## config.mk

```make
export PLATFORM = sky130hd
export DESIGN_NAME = exe_stage_top
export DESIGN_NICKNAME = d
export VERILOG_FILES = /design/src/exe_types_pkg.sv /design/src/exe_ctrl_pkg.sv /design/src/exe_stage_top.sv /design/src/exe_commit_sel.sv /design/src/exe_branch_unit.sv /design/src/exe_alu.sv /design/src/exe_stage_reg.sv
export SDC_FILE = /design/constraint.sdc
export NUM_CORES = 2
export LEC_CHECK = 0
export BUFFER_PORTS_ARGS = -buffer_cell sky130_fd_sc_hd__buf_2
export CELL_PAD_IN_SITES_DETAIL_PLACEMENT = 1
export CELL_PAD_IN_SITES_GLOBAL_PLACEMENT = 1
export CORE_AREA = 2 2 310 312
export CTS_CLUSTER_DIAMETER = 60
export DETAILED_ROUTE_END_ITERATION = 10
export DIE_AREA = 0 0 312 314
export PLACE_DENSITY = 0.91
export SETUP_SLACK_MARGIN = 0.5
export SYNTH_ARGS = -nofsm -noshare
export SYNTH_HDL_FRONTEND = slang
export SYNTH_SLANG_ARGS = --single-unit
```

## constraint.sdc

```tcl
create_clock -name clk -period 11.6 [get_ports clk]
set_input_delay 1.74 -clock clk [delete_from_list [all_inputs] [get_ports clk]]
set_output_delay 1.74 -clock clk [all_outputs]
set_load 0.02 [all_outputs]
```

## src/exe_types_pkg.sv

```systemverilog
package exe_types_pkg;

    localparam int XLEN       = 64;
    localparam int WORD_W     = 32;
    localparam int REG_IDX_W  = 5;
    localparam int TRAP_W     = 4;
    localparam int MEM_CTRL_W = 4;

    // shift amount widths, full and word ops
    localparam int SHAMT_W      = 6;
    localparam int SHAMT_WORD_W = 5;

    typedef logic [XLEN-1:0]       data_t;
    typedef logic [XLEN-1:0]       addr_t;
    typedef logic [WORD_W-1:0]     word_t;
    typedef logic [REG_IDX_W-1:0]  reg_idx_t;
    typedef logic [TRAP_W-1:0]     trap_t;

    // opaque to this stage, decoded by the memory stage
    typedef logic [MEM_CTRL_W-1:0] mem_ctrl_t;

endpackage
```

## src/exe_ctrl_pkg.sv

```systemverilog
package exe_ctrl_pkg;

    import exe_types_pkg::*;

    typedef enum logic [4:0] {
        ALU_ADD, ALU_SUB, ALU_SLL, ALU_SLT, ALU_SLTU,
        ALU_XOR, ALU_SRL, ALU_SRA, ALU_OR, ALU_AND,
        ALU_ADDW, ALU_SUBW, ALU_SLLW, ALU_SRLW, ALU_SRAW,
        ALU_PASS_B, ALU_NOP
    } alu_op_e;

    // operand pair feeding the alu
    typedef enum logic [2:0] {
        SRC_RS_RS, SRC_RS_IMM, SRC_PC_IMM, SRC_PC_FOUR, SRC_ZERO_IMM, SRC_NOP
    } src_sel_e;

    typedef enum logic [3:0] {
        BR_NONE, BR_BEQ, BR_BNE, BR_BLT, BR_BGE, BR_BLTU, BR_BGEU, BR_JAL, BR_JALR
    } br_op_e;

    // WB_MEM belongs to the load path, no write from this stage
    typedef enum logic [2:0] {
        WB_NONE, WB_ALU, WB_MEM
    } wb_ctrl_e;

    typedef enum logic [TRAP_W-1:0] {
        TRAP_NONE, TRAP_ILLEGAL, TRAP_ECALL, TRAP_MISALIGN
    } trap_e;

    localparam addr_t RESET_PC = addr_t'(32'h3000_0000);

    // bubble contents
    localparam mem_ctrl_t MEM_CTRL_NOP = '0;
    localparam reg_idx_t  RD_NONE      = '0;
    localparam data_t     DATA_ZERO    = '0;

    // return address step for jal/jalr
    localparam data_t LINK_OFFSET = data_t'(4);

endpackage

```

## src/exe_stage_top.sv

```systemverilog
`timescale 1ns/10ps

module exe_stage_top import exe_types_pkg::*, exe_ctrl_pkg::*; (
    input  logic      clk,
    input  logic      rst,
    input  logic      enable,
    input  logic      valid_in,
    input  trap_t     trap_in,
    input  reg_idx_t  rd_in,
    input  data_t     rs1_val_in,
    input  data_t     rs2_val_in,
    input  data_t     imm_in,
    input  addr_t     pc_in,
    input  alu_op_e   alu_op_in,
    input  src_sel_e  src_sel_in,
    input  br_op_e    br_op_in,
    input  mem_ctrl_t mem_ctrl_in,
    input  wb_ctrl_e  wb_ctrl_in,
    output logic      valid_out,
    output reg_idx_t  rd_out,
    output data_t     result,
    output logic      wb_en,
    output logic      redirect,
    output addr_t     redirect_pc,
    output trap_t     trap_out,
    output mem_ctrl_t mem_ctrl_out
);

    trap_t    trap_q;
    data_t    rs1_val_q;
    data_t    rs2_val_q;
    data_t    imm_q;
    addr_t    pc_q;
    alu_op_e  alu_op_q;
    src_sel_e src_sel_q;
    br_op_e   br_op_q;
    wb_ctrl_e wb_ctrl_q;
    data_t    alu_result;
    logic     br_taken;
    addr_t    br_target;

    exe_stage_reg u_reg (
        .clk         (clk),
        .rst         (rst),
        .enable      (enable),
        .valid_in    (valid_in),
        .trap_in     (trap_in),
        .rd_in       (rd_in),
        .rs1_val_in  (rs1_val_in),
        .rs2_val_in  (rs2_val_in),
        .imm_in      (imm_in),
        .pc_in       (pc_in),
        .alu_op_in   (alu_op_in),
        .src_sel_in  (src_sel_in),
        .br_op_in    (br_op_in),
        .mem_ctrl_in (mem_ctrl_in),
        .wb_ctrl_in  (wb_ctrl_in),
        .valid_q     (valid_out),
        .trap_q      (trap_q),
        .rd_q        (rd_out),
        .rs1_val_q   (rs1_val_q),
        .rs2_val_q   (rs2_val_q),
        .imm_q       (imm_q),
        .pc_q        (pc_q),
        .alu_op_q    (alu_op_q),
        .src_sel_q   (src_sel_q),
        .br_op_q     (br_op_q),
        .mem_ctrl_q  (mem_ctrl_out),
        .wb_ctrl_q   (wb_ctrl_q)
    );

    exe_alu u_alu (
        .alu_op     (alu_op_q),
        .src_sel    (src_sel_q),
        .rs1_val    (rs1_val_q),
        .rs2_val    (rs2_val_q),
        .imm        (imm_q),
        .pc         (pc_q),
        .alu_result (alu_result)
    );

    exe_branch_unit u_branch (
        .br_op     (br_op_q),
        .rs1_val   (rs1_val_q),
        .rs2_val   (rs2_val_q),
        .imm       (imm_q),
        .pc        (pc_q),
        .br_taken  (br_taken),
        .br_target (br_target)
    );

    exe_commit_sel u_commit (
        .valid       (valid_out),
        .trap_in     (trap_q),
        .rd          (rd_out),
        .wb_ctrl     (wb_ctrl_q),
        .alu_result  (alu_result),
        .br_taken    (br_taken),
        .br_target   (br_target),
        .result      (result),
        .wb_en       (wb_en),
        .redirect    (redirect),
        .redirect_pc (redirect_pc),
        .trap_out    (trap_out)
    );

endmodule

```

## src/exe_commit_sel.sv

```systemverilog
`timescale 1ns/10ps

module exe_commit_sel import exe_types_pkg::*, exe_ctrl_pkg::*; (
    input  logic     valid,
    input  trap_t    trap_in,
    input  reg_idx_t rd,
    input  wb_ctrl_e wb_ctrl,
    input  data_t    alu_result,
    input  logic     br_taken,
    input  addr_t    br_target,
    output data_t    result,
    output logic     wb_en,
    output logic     redirect,
    output addr_t    redirect_pc,
    output trap_t    trap_out
);

    logic misalign;

    // no compressed support, so targets must be 4-byte aligned
    assign misalign = br_taken && br_target[1];

    // trap from decode wins over our own
    always_comb begin
        if (trap_in != TRAP_NONE) begin
            trap_out = trap_in;
        end else if (misalign) begin
            trap_out = TRAP_MISALIGN;
        end else begin
            trap_out = TRAP_NONE;
        end
    end

    assign redirect = valid && br_taken && (trap_out == TRAP_NONE);

    // x0 writes dropped here rather than in the register file
    assign wb_en = valid && (wb_ctrl == WB_ALU) && (trap_out == TRAP_NONE) && (rd != RD_NONE);

    assign result      = alu_result;
    assign redirect_pc = br_target;

endmodule

```

## src/exe_branch_unit.sv

```systemverilog
`timescale 1ns/10ps

module exe_branch_unit import exe_types_pkg::*, exe_ctrl_pkg::*; (
    input  br_op_e br_op,
    input  data_t  rs1_val,
    input  data_t  rs2_val,
    input  data_t  imm,
    input  addr_t  pc,
    output logic   br_taken,
    output addr_t  br_target
);

    logic eq;
    logic lt;
    logic ltu;

    assign eq  = (rs1_val == rs2_val);
    assign lt  = ($signed(rs1_val) < $signed(rs2_val));
    assign ltu = (rs1_val < rs2_val);

    always_comb begin
        case (br_op)
            BR_BEQ:  br_taken = eq;
            BR_BNE:  br_taken = !eq;
            BR_BLT:  br_taken = lt;
            BR_BGE:  br_taken = !lt;
            BR_BLTU: br_taken = ltu;
            BR_BGEU: br_taken = !ltu;
            BR_JAL,
            BR_JALR: br_taken = 1'b1;
            default: br_taken = 1'b0;
        endcase
    end

    always_comb begin
        // jalr is register relative with the lsb dropped
        if (br_op == BR_JALR) begin
            br_target = (rs1_val + imm) & ~addr_t'(1);
        end else begin
            br_target = pc + imm;
        end
    end

endmodule

```

## src/exe_alu.sv

```systemverilog
`timescale 1ns/10ps

module exe_alu import exe_types_pkg::*, exe_ctrl_pkg::*; (
    input  alu_op_e  alu_op,
    input  src_sel_e src_sel,
    input  data_t    rs1_val,
    input  data_t    rs2_val,
    input  data_t    imm,
    input  addr_t    pc,
    output data_t    alu_result
);

    data_t                   op_a;
    data_t                   op_b;
    word_t                   a_w;
    word_t                   b_w;
    logic [SHAMT_W-1:0]      shamt;
    logic [SHAMT_WORD_W-1:0] shamt_w;

    function automatic data_t sext_word(input word_t w);
        return {{(XLEN-WORD_W){w[WORD_W-1]}}, w};
    endfunction

    always_comb begin
        case (src_sel)
            SRC_RS_RS: begin
                op_a = rs1_val;
                op_b = rs2_val;
            end
            SRC_RS_IMM: begin
                op_a = rs1_val;
                op_b = imm;
            end
            SRC_PC_IMM: begin
                op_a = pc;
                op_b = imm;
            end
            SRC_PC_FOUR: begin
                op_a = pc;
                op_b = LINK_OFFSET;
            end
            SRC_ZERO_IMM: begin
                op_a = DATA_ZERO;
                op_b = imm;
            end
            default: begin
                op_a = DATA_ZERO;
                op_b = DATA_ZERO;
            end
        endcase
    end

    assign a_w     = op_a[WORD_W-1:0];
    assign b_w     = op_b[WORD_W-1:0];
    assign shamt   = op_b[SHAMT_W-1:0];
    assign shamt_w = op_b[SHAMT_WORD_W-1:0];

    always_comb begin
        case (alu_op)
            ALU_ADD:    alu_result = op_a + op_b;
            ALU_SUB:    alu_result = op_a - op_b;
            ALU_SLL:    alu_result = op_a << shamt;
            ALU_SLT:    alu_result = {{(XLEN-1){1'b0}}, $signed(op_a) < $signed(op_b)};
            ALU_SLTU:   alu_result = {{(XLEN-1){1'b0}}, op_a < op_b};
            ALU_XOR:    alu_result = op_a ^ op_b;
            ALU_SRL:    alu_result = op_a >> shamt;
            ALU_SRA:    alu_result = data_t'($signed(op_a) >>> shamt);
            ALU_OR:     alu_result = op_a | op_b;
            ALU_AND:    alu_result = op_a & op_b;
            // word ops work on the low half, then sign-extend
            ALU_ADDW:   alu_result = sext_word(a_w + b_w);
            ALU_SUBW:   alu_result = sext_word(a_w - b_w);
            ALU_SLLW:   alu_result = sext_word(a_w << shamt_w);
            ALU_SRLW:   alu_result = sext_word(a_w >> shamt_w);
            ALU_SRAW:   alu_result = sext_word(word_t'($signed(a_w) >>> shamt_w));
            ALU_PASS_B: alu_result = op_b;
            default:    alu_result = DATA_ZERO;
        endcase
    end

endmodule

```

## src/exe_stage_reg.sv

```systemverilog
`timescale 1ns/10ps

module exe_stage_reg import exe_types_pkg::*, exe_ctrl_pkg::*; (
    input  logic      clk,
    input  logic      rst,
    input  logic      enable,
    input  logic      valid_in,
    input  trap_t     trap_in,
    input  reg_idx_t  rd_in,
    input  data_t     rs1_val_in,
    input  data_t     rs2_val_in,
    input  data_t     imm_in,
    input  addr_t     pc_in,
    input  alu_op_e   alu_op_in,
    input  src_sel_e  src_sel_in,
    input  br_op_e    br_op_in,
    input  mem_ctrl_t mem_ctrl_in,
    input  wb_ctrl_e  wb_ctrl_in,
    output logic      valid_q,
    output trap_t     trap_q,
    output reg_idx_t  rd_q,
    output data_t     rs1_val_q,
    output data_t     rs2_val_q,
    output data_t     imm_q,
    output addr_t     pc_q,
    output alu_op_e   alu_op_q,
    output src_sel_e  src_sel_q,
    output br_op_e    br_op_q,
    output mem_ctrl_t mem_ctrl_q,
    output wb_ctrl_e  wb_ctrl_q
);

    // reset loads a bubble, low enable holds the instruction
    always_ff @(posedge clk or posedge rst) begin
        if (rst) begin
            valid_q    <= 1'b0;
            trap_q     <= TRAP_NONE;
            rd_q       <= RD_NONE;
            rs1_val_q  <= DATA_ZERO;
            rs2_val_q  <= DATA_ZERO;
            imm_q      <= DATA_ZERO;
            pc_q       <= RESET_PC;
            alu_op_q   <= ALU_NOP;
            src_sel_q  <= SRC_NOP;
            br_op_q    <= BR_NONE;
            mem_ctrl_q <= MEM_CTRL_NOP;
            wb_ctrl_q  <= WB_NONE;
        end else if (enable) begin
            valid_q    <= valid_in;
            trap_q     <= trap_in;
            rd_q       <= rd_in;
            rs1_val_q  <= rs1_val_in;
            rs2_val_q  <= rs2_val_in;
            imm_q      <= imm_in;
            pc_q       <= pc_in;
            alu_op_q   <= alu_op_in;
            src_sel_q  <= src_sel_in;
            br_op_q    <= br_op_in;
            mem_ctrl_q <= mem_ctrl_in;
            wb_ctrl_q  <= wb_ctrl_in;
        end
    end

    // upstream must never present an unknown valid
    a_valid_known: assert property (@(posedge clk) disable iff (rst) !$isunknown(valid_q))
        else $error("exe_stage_reg: valid_q unknown");

endmodule

```

==> key figures <==
Die
  • Die Y: 314 um
  • Ports: 432
  • Area of the core: 94450 um2
  • Initial Util: 44.76%
  • Cell Rows: 113
  • Die W: 312 um
  • Die area: 97970 um2

Synthesis
  • Post-Synth XOR/XNOR Area: 2.836%
  • Synth Area in Simple Gates: 17.34%
  • Most instantiated cells after synthesis: a21oi_1 (570), o21ai_0 (512), nand2_1 (495)
  • Synth Area in Adders: 11.73%
  • Post-synth net total: 6405
  • Compound-gate portion of the synthesized area: 32.53%
  • Post-synthesis sequential area ratio: 16.89%
  • YS warnings: 0
  • Largest family of logic cells by synthesized area: compound AO/OA/AOI/OAI gates
  • Netlist Area Pre-Place: 42270 um2
  • Top cells by area, synth: dfrtp_1 (17%), ha_1 (12%), a21oi_1 (6.7%), mux2_2 (6.5%), o21ai_0 (6.1%)
  • Average size of a mapped cell: 7.386 um2
  • Most numerous cell in the Yosys netlist: a21oi_1
  • Yosys top cell by area: dfrtp_1
  • Yosys cell types: 117
  • Synth Flop Type: dfrtp_1
  • EDFF count, synth: 0
  • Async set or reset register ratio after synthesis: 100.0%
  • Mapped Cells: 5723
  • Mux contribution to synthesized area: 11.70%
  • Number of synthesized register bits: 285
  • Yosys top cell area share: 16.58%

Global route
  • Total track usage: 49.85%
  • First-pass GRT wire length: 363600 um
  • Largest net degree at the start of global routing: 157
  • Initial antenna violation count: 33
  • Vias in the first global route: 51331
  • GRT overflow: 0

Drt
  • DRC errors left: 0
  • Detailed Routing Iterations Pass 1: 6
  • Routed Wire Length: 254600 um
  • ANT nets after route: 0
  • Via count: 52033
  • DRT iter0 DRCs: 7520
  • DR WL/cell: 35.40 um
  • Vias/cell: 7.236

Worst setup path
  • Reg2reg start: u_reg.src_sel_q[1]
  • CP startpoint: u_reg.src_sel_q[2]
  • Worst setup EP type: output pin
  • R2r setup slk: 9650 ps
  • Critical path class: register to output pin
  • R2r endpoint: u_reg.src_sel_q[1]
  • R2R depth: 2
  • CP Launch Type: register
  • Max FO, Critical Path: 106
  • Crit path to: result[55]
  • CP Data Required Time: 9860 ps
  • Worst EP arrival: 7970 ps

STA
  • Slew Limit Headroom: 6.536%
  • RSZ-0062 raised after global routing: no
  • Final setup TNS: 0 ps
  • Max frequency: 0.1030 GHz
  • Worst slew pin tran: 1402 ps
  • Final hold slack: 519.2 ps
  • Fin crit period: 9712 ps
  • Slew Limit Fails: 0
  • Fin Clk Skew: 0 ps
  • Final setup viols: 0
  • Hold Fails Final Rpt: 0
  • Tcrit/Tclk final: 83.72%

CTS
  • CTS tree: yes
  • Clock sinks: 285
  • Root Driver: clkbuf_16
  • Post-CTS Setup Inserts: 0
  • CTS max path bufs: 3
  • H-tree Lvls: 2
  • Hold buffers post-CTS: 0
  • PostCTS Resize Cnt: 0
  • Clk slew on worst S/H paths: 60 ps
  • Worst skew pair latency: 630 ps
  • Cts bufs inserted: 41

Worst hold path
  • HP Class: register to register

Pwr
  • Pwr dens: 174.0 nW/um2
  • Design Power: 8085 uW
  • Peak VDD IR: 177.8 uV
  • Leak: 0.02082 uW

Placed design
  • Port Buffer Count: 431
  • Routability congestion estimate: 1.111
  • Post-DP HPWL: 196500 um

Cells and area
  • Area delta synth->final: 9.949%
  • Final #Nets: 6564
  • Layout cells sized above 1: 16.06%
  • Fillers: 11993

Run
  • MaxCap Viol Count: 0

Outcome
  • Outcome: finished clean
==> how the worst min path moves through the flow <==
| stage | cells past startpoint | start | slack, ps | end |
|---|---|---|---|---|
| floorplan | 1 | u_reg.wb_ctrl_q[0] | 470 | u_reg.wb_ctrl_q[0] |
| global placement | 1 | u_reg.mem_ctrl_q[3] | 490 | u_reg.mem_ctrl_q[3] |
| detailed placement | 1 | u_reg.wb_ctrl_q[1] | 500 | u_reg.wb_ctrl_q[1] |
| CTS | 1 | u_reg.mem_ctrl_q[2] | 520 | u_reg.mem_ctrl_q[2] |
| global route | 1 | u_reg.mem_ctrl_q[1] | 530 | u_reg.mem_ctrl_q[1] |
| finish | 1 | u_reg.mem_ctrl_q[2] | 520 | u_reg.mem_ctrl_q[2] |
==> layout make-up <==
class,instances,area (um2),share of cell area (%)
clock inverters,29,336.6,0.7242
diodes,12,30.03,0.06461
repair buffers,528,2945,6.337
multi-input cells,4736,32280,69.47
well taps,1265,1583,3.406
inverters,290,1109,2.385
flip-flops and latches,285,7142,15.37
clock buffers,46,1045,2.248
==> critical path, cell delays in order (launching register included) <==
cell and delay (ps):
dfstp_2 550, buf_4 630, nand2_1 140, nor3_2 120
buf_4 300, nor2_4 80, buf_12 250, inv_6 500
ha_1 360, a211o_1 140, a31oi_1 90, a21oi_1 460
a31oi_2 310, a211oi_1 780, a21oi_1 360, o31ai_2 520
o22a_1 270, a211o_1 290, o22ai_1 110, o21ai_0 460
o2111ai_1 260, buf_2 230
==> report_power, final <==
part | switching [uW] | leakage (uW) | internal [uW] | total (uW)
Clock | 592 | 0.000677 | 740 | 1330
Sequential | 201 | 0.00335 | 1090 | 1290
Combinational | 3840 | 0.0168 | 1620 | 5460
==> flip-flops by register name, summed over array words and instances (netlist names) <==
name	flops
u_reg.alu_op_q	5
u_reg.br_op_q	4
u_reg.imm_q	64
u_reg.mem_ctrl_q	4
u_reg.pc_q	64
u_reg.rd_q	5
u_reg.rs1_val_q	64
u_reg.rs2_val_q	64
u_reg.src_sel_q	3
u_reg.trap_q	4
u_reg.valid_q	1
u_reg.wb_ctrl_q	3
==> cell families (layout without fill, tap and decap cells) <==
group,after synthesis,after routing
flops,285,285
simple gates,1588,1588
fa+ha+maj,394,394
buf+inv,702,893
other cells,0,12
mux,463,463
compound gates,2155,2155
xor+xnor,136,136
==> metal layers <==
metal / global-route usage [%] / vias up / wire length (um)
li1: - / 21528 / -
met1: 65.19 / 25856 / 99570
met2: 73.33 / 3805 / 105300
met3: 13.89 / 824 / 31760
met4: 29.06 / 20 / 17860
met5: 0 / - / 132
==> placed cells by master, fill, tap and decap left out, types with 61 or more instances in the layout <==
cell      synthesis  layout
a211oi_1         74      74
a21o_1          141     141
a21oi_1         570     570
a221oi_1         61      61
a22oi_1          82      80
a31oi_1          61      61
buf_2            62     430
buf_4            31      93
dfrtp_1         280     279
ha_1            390     390
inv_1           283     281
mux2_2          245     245
mux2i_1         216     216
nand2_1         495     493
nand3_1         159     159
nand4_1          77      77
nor2_1          485     478
nor3_1           87      85
o211ai_1         89      89
o21ai_0         512     511
o21bai_1         62      62
o22ai_1         101     101
xnor2_1          82      82
==> per-stage QoR <==
| step | worst slack (ps) | instances | area [um2] | util (%) |
|---|---|---|---|---|
| final | 1888 | 7191 | 46470 | 49.21 |
| after global routing | 1612 | 7187 | 46460 | 49.20 |
| after CTS | 2192 | 7179 | 46440 | 49.18 |
| after detailed placement | 2862 | 7104 | 45060 | 47.71 |
| after global placement | 2897 | 7104 | 45060 | 47.71 |
| after floorplan | 2004 | 5723 | 42270 | - |
(Power assumes the default switching activity.)
